<file path="config.mk">
export PLATFORM = sky130hd
export DESIGN_NAME = hwloop_top
export DESIGN_NICKNAME = d
export VERILOG_FILES = /design/src/verilog/hwloop_pkg.sv /design/src/verilog/hwloop_top.sv /design/src/verilog/pc_sequencer.sv /design/src/verilog/hwloop_controller.sv /design/src/verilog/hwloop_regs.sv /design/src/verilog/hwloop_axil_cfg.sv
export SDC_FILE = /design/constraint.sdc
export NUM_CORES = 1
export LEC_CHECK = 0
export ABC_AREA = 1
export BUFFER_PORTS_ARGS = -buffer_cell sky130_fd_sc_hd__buf_2
export CAP_MARGIN = 20
export CORE_ASPECT_RATIO = 1.75
export CORE_MARGIN = 3
export CORE_UTILIZATION = 60
export DETAILED_ROUTE_END_ITERATION = 10
export PLACE_DENSITY = 0.8
export REMOVE_ABC_BUFFERS = 1
export SYNTH_ARGS = -nofsm -noshare
export SYNTH_HDL_FRONTEND = slang
export SYNTH_SLANG_ARGS = --single-unit
</file>
<file path="constraint.sdc">
create_clock -name clk_i -period 2.5 [get_ports clk_i]
set_clock_uncertainty 0.2 [all_clocks]
set_input_delay 0 -clock clk_i [delete_from_list [all_inputs] [get_ports clk_i]]
set_output_delay 0 -clock clk_i [all_outputs]
set_load 0.01 [all_outputs]
</file>
<file path="src/verilog/hwloop_pkg.sv">
////////////////////////////////////////////////////////////////////////////
// Hardware loop unit shared types
// AXI4-Lite request and response bundles, response and state encodings,
// per-loop register layout and register field select
////////////////////////////////////////////////////////////////////////////

`default_nettype none

package hwloop_pkg;

  // Configuration bus address width in bits
  parameter int unsigned ADDR_W = 12;

  // AXI4-Lite response codes
  typedef enum logic [1:0] {
    RESP_OKAY   = 2'b00,
    RESP_SLVERR = 2'b10
  } axil_resp_e;

  // States of the configuration slave
  typedef enum logic [1:0] {
    ST_IDLE  = 2'd0,
    ST_WRESP = 2'd1,
    ST_RRESP = 2'd2
  } axil_state_e;

  // Field inside one loop's 16 byte window, taken from address bits [3:2]
  typedef enum logic [1:0] {
    SEL_START = 2'd0,
    SEL_END   = 2'd1,
    SEL_COUNT = 2'd2
  } reg_sel_e;

  // Master to slave
  typedef struct packed {
    logic [ADDR_W-1:0] awaddr;
    logic              awvalid;
    logic [31:0]       wdata;
    logic [3:0]        wstrb;
    logic              wvalid;
    logic              bready;
    logic [ADDR_W-1:0] araddr;
    logic              arvalid;
    logic              rready;
  } axil_req_t;

  // Slave to master
  typedef struct packed {
    logic              awready;
    logic              wready;
    axil_resp_e        bresp;
    logic              bvalid;
    logic              arready;
    logic [31:0]       rdata;
    axil_resp_e        rresp;
    logic              rvalid;
  } axil_rsp_t;

  // Registers of one hardware loop
  typedef struct packed {
    logic [31:0] start_addr;
    logic [31:0] end_addr;
    logic [31:0] count;
  } hwloop_cfg_t;

endpackage

`default_nettype wire
</file>
<file path="src/verilog/hwloop_top.sv">
////////////////////////////////////////////////////////////////////////////
// Hardware loop unit top level
// AXI4-Lite configuration, loop register bank, loop controller and
// fetch PC sequencer
////////////////////////////////////////////////////////////////////////////

`timescale 1ns/1ps
`default_nettype none

module hwloop_top #(
  parameter int unsigned NUM_LOOPS = 2,
  parameter logic [31:0] BOOT_ADDR = 32'h0000_1000
) (
  input  logic                  clk_i,
  input  logic                  arst_n_i,
  input  logic                  run_i,
  input  hwloop_pkg::axil_req_t axil_req_i,
  output hwloop_pkg::axil_rsp_t axil_rsp_o,
  output logic [31:0]           pc_o,
  output logic                  pc_valid_o
);

  import hwloop_pkg::*;

  // Bus side of the register bank
  logic [NUM_LOOPS-1:0]        cfg_we;
  reg_sel_e                    cfg_sel;
  logic [31:0]                 cfg_wdata;
  hwloop_cfg_t [NUM_LOOPS-1:0] loop_cfg;

  // Loop decision
  logic [NUM_LOOPS-1:0]        dec_cnt;
  logic                        jump;
  logic [31:0]                 jump_target;

  hwloop_axil_cfg #(
    .NUM_LOOPS (NUM_LOOPS)
  ) i_axil_cfg (
    .clk_i       (clk_i),
    .arst_n_i    (arst_n_i),
    .axil_req_i  (axil_req_i),
    .axil_rsp_o  (axil_rsp_o),
    .loop_cfg_i  (loop_cfg),
    .cfg_we_o    (cfg_we),
    .cfg_sel_o   (cfg_sel),
    .cfg_wdata_o (cfg_wdata)
  );

  hwloop_regs #(
    .NUM_LOOPS (NUM_LOOPS)
  ) i_regs (
    .clk_i       (clk_i),
    .arst_n_i    (arst_n_i),
    .cfg_we_i    (cfg_we),
    .cfg_sel_i   (cfg_sel),
    .cfg_wdata_i (cfg_wdata),
    .dec_cnt_i   (dec_cnt),
    .loop_cfg_o  (loop_cfg)
  );

  // Only a running core counts loops down
  hwloop_controller #(
    .NUM_LOOPS (NUM_LOOPS)
  ) i_controller (
    .enable_i      (run_i),
    .current_pc_i  (pc_o),
    .loop_cfg_i    (loop_cfg),
    .dec_cnt_o     (dec_cnt),
    .jump_o        (jump),
    .jump_target_o (jump_target)
  );

  pc_sequencer #(
    .BOOT_ADDR (BOOT_ADDR)
  ) i_pc_sequencer (
    .clk_i         (clk_i),
    .arst_n_i      (arst_n_i),
    .run_i         (run_i),
    .jump_i        (jump),
    .jump_target_i (jump_target),
    .pc_o          (pc_o),
    .pc_valid_o    (pc_valid_o)
  );

endmodule

`default_nettype wire

</file>
<file path="src/verilog/pc_sequencer.sv">
////////////////////////////////////////////////////////////////////////////
// Fetch program counter
// Steps by one word per running cycle or takes the loop jump target
////////////////////////////////////////////////////////////////////////////

`timescale 1ns/1ps
`default_nettype none

module pc_sequencer #(
  parameter logic [31:0] BOOT_ADDR = 32'h0000_1000
) (
  input  logic        clk_i,
  input  logic        arst_n_i,
  input  logic        run_i,
  input  logic        jump_i,
  input  logic [31:0] jump_target_i,
  output logic [31:0] pc_o,
  output logic        pc_valid_o
);

  logic [31:0] pc_q;
  logic [31:0] pc_d;

  // Next fetch address
  always_comb begin
    pc_d = pc_q;
    if (run_i) begin
      if (jump_i) begin
        pc_d = jump_target_i;
      end else begin
        // Sequential fetch, 32 bit instructions
        pc_d = pc_q + 32'd4;
      end
    end
  end

  always_ff @(posedge clk_i or negedge arst_n_i) begin
    if (!arst_n_i) begin
      pc_q <= BOOT_ADDR;
    end else begin
      pc_q <= pc_d;
    end
  end

  assign pc_o = pc_q;

  // Every running cycle presents one fetch address
  assign pc_valid_o = run_i;

endmodule

`default_nettype wire

</file>
<file path="src/verilog/hwloop_controller.sv">
////////////////////////////////////////////////////////////////////////////
// Hardware loop controller
// Compares the fetch PC with each loop end address and picks the jump
// target, lowest loop index first
////////////////////////////////////////////////////////////////////////////

`timescale 1ns/1ps
`default_nettype none

module hwloop_controller #(
  parameter int unsigned NUM_LOOPS = 2
) (
  input  logic                                    enable_i,
  input  logic [31:0]                             current_pc_i,
  input  hwloop_pkg::hwloop_cfg_t [NUM_LOOPS-1:0] loop_cfg_i,
  output logic [NUM_LOOPS-1:0]                    dec_cnt_o,
  output logic                                    jump_o,
  output logic [31:0]                             jump_target_o
);

  // Loops that would take the branch back this cycle
  logic [NUM_LOOPS-1:0] loop_hit;

  ////////////////////////////////////////////////////////////////////////////
  // Comparators
  ////////////////////////////////////////////////////////////////////////////

  for (genvar i = 0; i < NUM_LOOPS; i++) begin : g_cmp
    // End reached and at least one more pass left
    assign loop_hit[i] = enable_i &&
                         (current_pc_i == loop_cfg_i[i].end_addr) &&
                         (loop_cfg_i[i].count > 32'd1);
  end

  assign jump_o = |loop_hit;

  ////////////////////////////////////////////////////////////////////////////
  // Priority select
  ////////////////////////////////////////////////////////////////////////////

  // Lowest index wins, so an inner loop sits below its outer loop
  always_comb begin : p_select
    logic found;
    found         = 1'b0;
    dec_cnt_o     = '0;
    jump_target_o = '0;
    for (int i = 0; i < NUM_LOOPS; i++) begin
      if (loop_hit[i] && !found) begin
        found         = 1'b1;
        dec_cnt_o[i]  = 1'b1;
        jump_target_o = loop_cfg_i[i].start_addr;
      end
    end
  end

endmodule

`default_nettype wire

</file>
<file path="src/verilog/hwloop_regs.sv">
////////////////////////////////////////////////////////////////////////////
// Hardware loop register bank
// Start, end and iteration counter per loop, written from the bus and
// counted down by the loop controller
////////////////////////////////////////////////////////////////////////////

`timescale 1ns/1ps
`default_nettype none

module hwloop_regs #(
  parameter int unsigned NUM_LOOPS = 2
) (
  input  logic                                    clk_i,
  input  logic                                    arst_n_i,
  input  logic [NUM_LOOPS-1:0]                    cfg_we_i,
  input  hwloop_pkg::reg_sel_e                    cfg_sel_i,
  input  logic [31:0]                             cfg_wdata_i,
  input  logic [NUM_LOOPS-1:0]                    dec_cnt_i,
  output hwloop_pkg::hwloop_cfg_t [NUM_LOOPS-1:0] loop_cfg_o
);

  import hwloop_pkg::*;

  hwloop_cfg_t [NUM_LOOPS-1:0] cfg_q;

  ////////////////////////////////////////////////////////////////////////////
  // One register set per loop
  ////////////////////////////////////////////////////////////////////////////

  for (genvar i = 0; i < NUM_LOOPS; i++) begin : g_loop
    logic wr_start;
    logic wr_end;
    logic wr_count;

    // Field strobes for this loop
    assign wr_start = cfg_we_i[i] && (cfg_sel_i == SEL_START);
    assign wr_end   = cfg_we_i[i] && (cfg_sel_i == SEL_END);
    assign wr_count = cfg_we_i[i] && (cfg_sel_i == SEL_COUNT);

    always_ff @(posedge clk_i or negedge arst_n_i) begin
      if (!arst_n_i) begin
        cfg_q[i] <= '0;
      end else begin
        if (wr_start) begin
          cfg_q[i].start_addr <= cfg_wdata_i;
        end
        if (wr_end) begin
          cfg_q[i].end_addr <= cfg_wdata_i;
        end
        // Bus write beats a decrement landing on the same edge
        if (wr_count) begin
          cfg_q[i].count <= cfg_wdata_i;
        end else if (dec_cnt_i[i]) begin
          cfg_q[i].count <= cfg_q[i].count - 32'd1;
        end
      end
    end
  end

  // Bank contents go to both the bus slave and the controller
  assign loop_cfg_o = cfg_q;

endmodule

`default_nettype wire

</file>
<file path="src/verilog/hwloop_axil_cfg.sv">
////////////////////////////////////////////////////////////////////////////
// Hardware loop configuration slave
// AXI4-Lite port onto the loop register bank, one 16 byte window per loop
// Writes take priority over reads, bad addresses answer SLVERR
////////////////////////////////////////////////////////////////////////////

`timescale 1ns/1ps
`default_nettype none

module hwloop_axil_cfg #(
  parameter int unsigned NUM_LOOPS = 2
) (
  input  logic                                    clk_i,
  input  logic                                    arst_n_i,
  input  hwloop_pkg::axil_req_t                   axil_req_i,
  output hwloop_pkg::axil_rsp_t                   axil_rsp_o,
  input  hwloop_pkg::hwloop_cfg_t [NUM_LOOPS-1:0] loop_cfg_i,
  output logic [NUM_LOOPS-1:0]                    cfg_we_o,
  output hwloop_pkg::reg_sel_e                    cfg_sel_o,
  output logic [31:0]                             cfg_wdata_o
);

  import hwloop_pkg::*;

  // Loop index field above the 16 byte window
  localparam int unsigned IDX_W = ADDR_W - 4;

  // Word aligned, known field and loop index inside the bank
  function automatic logic addr_valid(input logic [ADDR_W-1:0] addr);
    logic [IDX_W-1:0] idx;
    idx = addr[ADDR_W-1:4];
    return (addr[1:0] == 2'b00) && (addr[3:2] != 2'b11) && (idx < NUM_LOOPS);
  endfunction

  axil_state_e      state_q;
  axil_state_e      state_d;
  logic             wr_go;
  logic             rd_go;
  logic             wr_ok;
  logic             rd_ok;
  logic [IDX_W-1:0] wr_idx;
  logic [IDX_W-1:0] rd_idx;
  reg_sel_e         rd_sel;
  logic [31:0]      rd_field;
  axil_resp_e       bresp_q;
  axil_resp_e       rresp_q;
  logic [31:0]      rdata_q;

  ////////////////////////////////////////////////////////////////////////////
  // Acceptance and address decode
  ////////////////////////////////////////////////////////////////////////////

  // Write needs address and data together, read only when no write waits
  assign wr_go = (state_q == ST_IDLE) && axil_req_i.awvalid && axil_req_i.wvalid;
  assign rd_go = (state_q == ST_IDLE) && axil_req_i.arvalid &&
                 !(axil_req_i.awvalid && axil_req_i.wvalid);

  assign wr_ok  = addr_valid(axil_req_i.awaddr);
  assign rd_ok  = addr_valid(axil_req_i.araddr);
  assign wr_idx = axil_req_i.awaddr[ADDR_W-1:4];
  assign rd_idx = axil_req_i.araddr[ADDR_W-1:4];
  assign rd_sel = reg_sel_e'(axil_req_i.araddr[3:2]);

  // One-hot write enable, nothing for a rejected address
  always_comb begin
    cfg_we_o = '0;
    for (int i = 0; i < NUM_LOOPS; i++) begin
      cfg_we_o[i] = wr_go && wr_ok && (wr_idx == i);
    end
  end

  assign cfg_sel_o   = reg_sel_e'(axil_req_i.awaddr[3:2]);
  // Whole word writes, strobes not looked at
  assign cfg_wdata_o = axil_req_i.wdata;

  // Field picked by the read address
  always_comb begin
    rd_field = '0;
    for (int i = 0; i < NUM_LOOPS; i++) begin
      if (rd_idx == i) begin
        case (rd_sel)
          SEL_START: rd_field = loop_cfg_i[i].start_addr;
          SEL_END:   rd_field = loop_cfg_i[i].end_addr;
          SEL_COUNT: rd_field = loop_cfg_i[i].count;
          default:   rd_field = '0;
        endcase
      end
    end
  end

  ////////////////////////////////////////////////////////////////////////////
  // Handshake FSM
  ////////////////////////////////////////////////////////////////////////////

  always_comb begin
    state_d = state_q;
    case (state_q)
      ST_IDLE: begin
        if (wr_go) begin
          state_d = ST_WRESP;
        end else if (rd_go) begin
          state_d = ST_RRESP;
        end
      end
      // Hold the response until the master takes it
      ST_WRESP: if (axil_req_i.bready) state_d = ST_IDLE;
      ST_RRESP: if (axil_req_i.rready) state_d = ST_IDLE;
      default:  state_d = ST_IDLE;
    endcase
  end

  always_ff @(posedge clk_i or negedge arst_n_i) begin
    if (!arst_n_i) begin
      state_q <= ST_IDLE;
    end else begin
      state_q <= state_d;
    end
  end

  // Response payload captured at acceptance
  always_ff @(posedge clk_i) begin
    if (wr_go) begin
      bresp_q <= wr_ok ? RESP_OKAY : RESP_SLVERR;
    end
    if (rd_go) begin
      rresp_q <= rd_ok ? RESP_OKAY : RESP_SLVERR;
      rdata_q <= rd_ok ? rd_field : '0;
    end
  end

  always_comb begin
    axil_rsp_o.awready = wr_go;
    axil_rsp_o.wready  = wr_go;
    axil_rsp_o.bresp   = bresp_q;
    axil_rsp_o.bvalid  = (state_q == ST_WRESP);
    axil_rsp_o.arready = rd_go;
    axil_rsp_o.rdata   = rdata_q;
    axil_rsp_o.rresp   = rresp_q;
    axil_rsp_o.rvalid  = (state_q == ST_RRESP);
  end

endmodule

`default_nettype wire

</file>
==> results of run 1 <==
## logic make-up after synthesis
logic type	synth area share, %
AO/OA/AOI/OAI	9.45
XOR/XNOR	4.53
adder cells (fa/ha/maj)	0.369
buffers and inverters	9.12
flip-flops	39.4
other	0.0221
AND/OR/NAND/NOR	37.2
## critical path: cells and delay by family (launching register included)
family | cells | cell delay (ns)
buffers and inverters | 2 | 0.29
DFF | 1 | 0.44
and+or+nand+nor | 11 | 1.50
## stage by stage
step,TNS [ns],cells
6_report,-0.00260,3152
2_1_floorplan,-20.65,2365
5_1_grt,-1.66,3150
3_3_place_gp,-0.0819,3029
4_1_cts,0,3136
3_5_place_dp,-0.0661,3029
## power breakdown
group          total (mW)  internal [mW]  switching [mW]
clock                4.16           2.37            1.79
sequential           4.98           4.56           0.418
combinational        4.92           1.78            3.14
total                14.1           8.72            5.35
## layout make-up
type / count / area (sq um)
repair buffers: 369 / 2860
clock inverters: 15 / 184
multi-input cells: 1854 / 8910
inverters: 252 / 946
well taps: 369 / 462
flip-flops and latches: 260 / 6690
fillers: 2014 / 6780
diodes: 3 / 7.51
clock buffers: 30 / 686
## Yosys cell counts, types with 4 or more instances
cell type,count
nand2_1,824
nor2_1,321
dfrtp_1,225
inv_1,220
nand3_1,198
o21ai_0,168
xor2_1,77
clkbuf_1,61
nor3_1,43
a211oi_1,41
edfxtp_1,34
o211ai_1,34
inv_2,30
o22ai_1,27
nand4_1,25
buf_2,23
nand3_2,21
buf_4,20
and3_1,12
nor2_4,9
nand2_2,8
xnor2_1,7
nor2_2,6
ha_1,5
buf_6,4
nand3b_1,4
## timing repair
action	CTS	global route
endpoints found under the hold margin	496	3
endpoints found under the setup margin	4	86
pin swaps	0	8
hold buffers	62	3
buffers inserted	0	8
resized for setup	2	62
cloned	0	4
## state kept, by name, summed over array words and instances, names as in the netlist
signal and flops:
i_axil_cfg.bresp_q 1, i_axil_cfg.rdata_q 32, i_axil_cfg.rresp_q 1, i_axil_cfg.state_q 2, i_pc_sequencer.pc_o 32, i_regs.loop_cfg_o 192
## worst max path at each step
stage | slack (ns) | from | cells past startpoint | to
6_report | -0.003 | i_pc_sequencer.pc_o[1]$_DFFE_PN0P_ | 13 | i_regs.loop_cfg_o[108]$_DFFE_PN0P_
5_1_grt | -0.09 | i_axil_cfg.state_q[1]$_DFFE_PN0P_ | 11 | i_regs.loop_cfg_o[11]$_DFFE_PN0P_
4_1_cts | 0.007 | i_pc_sequencer.pc_o[1]$_DFFE_PN0P_ | 14 | i_pc_sequencer.pc_o[23]$_DFFE_PN0P_
3_5_place_dp | -0.06 | i_pc_sequencer.pc_o[4]$_DFFE_PN0P_ | 11 | i_pc_sequencer.pc_o[14]$_DFFE_PN0P_
3_3_place_gp | -0.04 | i_pc_sequencer.pc_o[4]$_DFFE_PN0P_ | 11 | i_pc_sequencer.pc_o[14]$_DFFE_PN0P_
2_1_floorplan | -0.50 | axil_req_i[5] | 8 | i_axil_cfg.rdata_q[31]$_SDFFCE_PN0P_
## layer usage
metal  GRT usage [%]  wire length (um)
met4            30.8              7490
met1            52.9             23700
met2            76.8             33800
met5               0                38
met3            9.69              8170
==> run_results.csv, run 1 <==
group,metric,value,unit
synthesis,yosys-top-cells-area,"dfrtp_1 33%, nand2_1 18%, nor2_1 7.1%, edfxtp_1 6.0%, nand3_1 5.8%",
hold_path,hold_depth,6,
placement,gp_congestion,1.11,
synthesis,yosys_warnings,0,
global_route,overflow,0,
global_route,grt_max_degree,82,
synthesis,yosysSeqAreaShare,39.4,%
floorplan,die_y,228,um
global_route,grt_antenna_before_repair,8,
synthesis,synth_flop_cell,"dfrtp_1",
floorplan,ios,142,
cts,cts_max_level,1,
floorplan,die-area,30400,sq um
placement,dp_slack,-0.0554,ns
finish,stdcell_area,20700,sq um
drt,dr.pass1.iters,7,
drt,drt_iter0_markers,2622,
synthesis,postSynthCellCount,2478,
finish,final_cell_mix,"805 x nand2_1, 301 x nor2_1, 215 x inv_1",
timing,hold_violations,0,
cts,cts_buffers,25,
finish,final_nets,2835,
synthesis,synth_cell_type_count,43,
hold_path,hp-start,"axil_req_i[57]",
critical_path,cp_cell_sequence,"inv_1 > nand2_2 > nand2_1 > nor2_1 > nand3_1 > nor2_2 > nand2_2 > nor2_4 > nand2_4 > nor2_8 > buf_4 > nand2_1 > nand3_1",
finish,final_util,75.4,%
finish,areaGrowthSynthToFinish,22.3,%
synthesis,synth_area,17000,sq um
synthesis,yosys.area.top_type,"dfrtp_1",
synthesis,synthArstFlopShare,86.9,%
placement,io_buffers,135,
drt,wl_per_cell,23.2,um
finish,drive_above_1_share,17.8,%
critical_path,reg2reg_to,"i_regs.loop_cfg_o[108]$_DFFE_PN0P_",
timing,fin_ws,-0.00260,ns
drt,drc,0,
cts,ctsRootBufferMaster,"clkbuf_16",
global_route,grt_pass1_vias,18800,
timing,whs,0.0301,ns
floorplan,core-area,27500,sq um
timing,worst_pin_slew,0.820,ns
cts,cts.sink_count,260,
critical_path,cp.arrival,2.80,ns
placement,dpl.hpwl,52200,um
critical_path,reg2reg_setup_slack,-0.003,ns
hold_path,min_to,"i_regs.loop_cfg_o[18]$_DFFE_PN0P_",
drt,final_antenna_net_count,0,
hold_path,hold_path.class,"input port to flip-flop",
run_status,violations,"negative setup slack",
drt,via_count,19600,
global_route,grt_pass1_wl,108000,um
drt,drt_wl_total,73200,um
drt,viasPerCell,6.22,
timing,rsz0062_at_grt,"true",
power,peakVddDrop,0.000582,V
synthesis,synth-seq-cells,260,
global_route,grt_use_total,46.0,%
timing,fin_crit_sh,100,%
timing,min_period,2.50,ns
timing,max_freq,0.400,GHz
finish,final_common_cell,"nand2_1",
critical_path,cp_max_fo,9,
synthesis,synth_edf_count,34,
flow_run,cap_violations,0,
cts,cts_tree,"done",
floorplan,die_x,133,um
power,powerDensity,678,nW/um^2
critical_path,slowest_stage,"dfrtp_2",
cts,clock_path_buffers,3,
floorplan,row_count,80,
synthesis,syn_avg_cell_area,6.85,sq um
critical_path,crit_path_end_kind,"flip-flop",
critical_path,cp.required,2.80,ns
critical_path,cpPeakStageDelay,0.44,ns
placement,placedInstanceArea,18900,sq um
synthesis,synth_top_area_share,33.2,%
power,power.total,14.1,mW
run_status,outcome,"finished, violations left",
critical_path,r2r_start,"i_pc_sequencer.pc_o[1]$_DFFE_PN0P_",
timing,setup_viol,1,
critical_path,critical_path_class,"flip-flop to flip-flop",
timing,slew_violations,0,
cts,clk_pin_slew,0.07,ns
cts,insertion_delay,0.57,ns
power,leakagePower,9.84,nW
critical_path,cp-start-kind,"flip-flop",
floorplan,start_util,61.6,%
timing,relSlewSlack,45.3,%
critical_path,ff2ff_path_depth,13,
No activity file was read; power rests on OpenSTA's default activity.
==> run 2, diff against run 1 <==
- ABC_AREA: 1 -> default
- PLACE_DENSITY: 0.8 -> 0.81
- TNS_END_PERCENT: default -> 30
==> run 2 against run 1 <==
The flow still finishes with violations (negative setup slack). Clock power decreased by 2%. Wire length decreased by 10%. Setup slack got worse by 0.75 ns. Die area decreased by 12%. Worst hold slack improved by 0.040 ns. Total power decreased by 26%. Clock-buffer cell count increased by 13. Critical endpoint is now i_regs.loop_cfg_o[26]$_DFFE_PN0P_.
==> run_results.csv, run 2 <==
group,metric,value,unit
run_status,outcome,"finished, violations left",
run_status,violations,"negative setup slack",
timing,rsz0062_at_grt,"true",
synthesis,synth_area,14800,sq um
critical_path,cp-start-kind,"flip-flop",
synthesis,synthArstFlopShare,86.9,%
critical_path,crit_path_end_kind,"flip-flop",
placement,dpl.hpwl,42100,um
synthesis,synth_flop_cell,"dfrtp_1",
drt,drt_wl_total,65700,um
drt,final_antenna_net_count,0,
timing,relSlewSlack,41.5,%
synthesis,synth_top_family_by_area,"simple AND/OR/NAND/NOR gates",
global_route,grt_pass1_vias,15700,
floorplan,die_x,125,um
synthesis,synth-xor-area-share,6.34,%
finish,final_util,87.2,%
drt,drt_iter0_markers,1835,
cts,clk_pin_slew,0.07,ns
critical_path,cp_max_fo,12,
finish,drive_above_1_share,44.7,%
cts,cts_tree,"done",
finish,final_nets,1990,
finish,stdcell_count,2245,
synthesis,synth_edf_count,34,
floorplan,ios,142,
cts,insertion_delay,0.57,ns
synthesis,syn_avg_cell_area,10.3,sq um
power,powerDensity,495,nW/um^2
synthesis,synthSimpleGateAreaFrac,16.6,%
drt,dr.pass1.iters,6,
global_route,grt_max_degree,72,
drt,drc,0,
finish,regArea,6680,sq um
floorplan,die-area,26600,sq um
drt,viasPerCell,6.91,
cts,clock_path_buffers,3,
synthesis,yosys-top-cells-area,"dfrtp_1 38%, mux2_2 12%, edfxtp_1 6.9%, xnor2_1 4.5%, nor2_1 2.5%",
flow_run,cap_violations,0,
timing,min_period,3.25,ns
synthesis,yosys_warnings,0,
floorplan,die_y,214,um
synthesis,yosysSeqAreaShare,45.2,%
synthesis,synth-seq-cells,260,
placement,io_buffers,135,
drt,wl_per_cell,29.2,um
synthesis,yosys.area.top_type,"dfrtp_1",
timing,slew_violations,0,
timing,fin_ws,-0.753,ns
critical_path,critical_path_class,"flip-flop to flip-flop",
timing,fin_setup_tns,-38.70,ns
timing,hold_violations,0,
finish,final_cell_mix,"319 x buf_4, 222 x dfrtp_1, 160 x mux2_2",
floorplan,row_count,75,
timing,fin_crit_sh,130,%
hold_path,hold_path.class,"input port to flip-flop",
finish,largest_reg_flops,192,
synthesis,synth_top_area_share,38.1,%
placement,dp_cells,2105,
global_route,grt_pass1_wl,92700,um
placement,dp_slack,-0.424,ns
cts,cts.sink_count,260,
floorplan,core-area,24100,sq um
critical_path,cp.required,2.76,ns
synthesis,synth-compound-area-share,12.8,%
cts,ctsRootBufferMaster,"clkbuf_16",
timing,max_freq,0.307,GHz
floorplan,start_util,61.3,%
synthesis,synth_cell_type_count,71,
power,peakVddDrop,0.000699,V
drt,via_count,15500,
placement,gp_congestion,1.00,
global_route,overflow,0,
cts,cts_max_level,1,
global_route,grt_antenna_before_repair,0,
power,leakagePower,9.40,nW
synthesis,synth_mux_area_share,14.8,%
finish,insertedDiodeCount,0,
finish,final_common_cell,"buf_4",
timing,setup_viol,96,
synthesis,synth_fa_ha_area_share,0.423,%
finish,multi_input_area,8460,sq um
finish,n_fill_cell,1179,
timing,worst_pin_slew,0.871,ns
critical_path,cp.arrival,3.51,ns
synthesis,postSynthCellCount,1438,
finish,areaGrowthSynthToFinish,42.3,%
synthesis,ys_top_cells_by_count,"225 x dfrtp_1, 161 x mux2_2, 100 x nor2_1, 83 x nand2_1, 81 x clkbuf_1",
global_route,grt_use_total,45.9,%
cts,cts_buffers,26,
synthesis,yosysMostFrequentCell,"dfrtp_1",
==> run 2: timing repair <==
action | in CTS | in global routing
setup endpoints to repair | 96 | 215
hold buffers | 51 | 0
gates resized for setup | 134 | 111
gates cloned | 3 | 6
endpoints found under the hold margin | 478 | 0
pin swaps | 61 | 71
buffers inserted | 16 | 22
==> run 2: critical path: stages (launching register included) <==
cell     delay, ns
dfrtp_1       0.39
or4_4         0.54
nor4_4        0.19
buf_4         0.18
buf_4         0.16
nand2_1       0.11
buf_6         0.19
nor3_1        0.72
nand3_4       0.16
xor2_2        0.23
a21oi_2       0.07
==> run 2: final cells by class <==
class                      instances  area share (%)
sequential                       260            31.8
clock buffer                      43            3.88
multi-input combinational       1045            40.2
tap                              308            1.83
inverter                          19           0.339
clock inverter                     5           0.250
timing repair buffer             565            21.7
==> run 2: final timing paths <==
path / from / to / slack [ns] / cells after the start
worst max-delay path: i_regs.loop_cfg_o[6]$_DFFE_PN0P_ / i_regs.loop_cfg_o[26]$_DFFE_PN0P_ / -0.75 / 10
worst min-delay path: axil_req_i[30] / i_regs.loop_cfg_o[10]$_DFFE_PN0P_ / 0.07 / 4
worst max register to register: i_regs.loop_cfg_o[6]$_DFFE_PN0P_ / i_regs.loop_cfg_o[26]$_DFFE_PN0P_ / -0.75 / 10
worst min register to register: i_regs.loop_cfg_o[83]$_DFFE_PN0P_ / i_regs.loop_cfg_o[83]$_DFFE_PN0P_ / 0.34 / 1
max in group asynchronous: arst_n_i / i_pc_sequencer.pc_o[29]$_DFFE_PN0P_ / 1.26 / 4
min in group asynchronous: arst_n_i / i_pc_sequencer.pc_o[31]$_DFFE_PN0P_ / 0.39 / 4
==> run 2: stage by stage <==
| step | instance area [sq um] | hold slack [ns] | power (mW) |
|---|---|---|---|
| after global placement | 18100 | -0.298 | 6.12 |
| after floorplan | 14300 | -0.496 | 5.14 |
| after detailed placement | 18100 | -0.297 | 6.15 |
| after CTS | 20200 | 0.0626 | 10.2 |
| after global routing | 21000 | 0.0842 | 10.6 |
| final | 21000 | 0.0701 | 10.4 |
==> run 2: logic make-up (layout without fill, tap and decap cells) <==
family,after synthesis,in the layout
simple gates,450,450
compound gates,284,284
flops,260,260
mux,197,197
buf+inv,134,632
xor+xnor,107,107
fa+ha+maj,5,5
other cells,1,2
==> run 2: routing by layer <==
| layer | vias up | GRT usage, % | part of all wire, % |
|---|---|---|---|
| li1 | 6292 | - | - |
| met1 | 7443 | 48.1 | 31 |
| met2 | 1284 | 77.7 | 47 |
| met3 | 500 | 9.35 | 10 |
| met4 | 0 | 41.7 | 12 |
| met5 | - | 0 | 0 |
==> run 2: power by group <==
group / leakage (nW) / internal (mW) / total, mW / switching, mW
combinational: 5.58 / 0.757 / 1.80 / 1.04
clock: 0.426 / 2.32 / 4.09 / 1.77
sequential: 3.40 / 4.42 / 4.51 / 0.0983
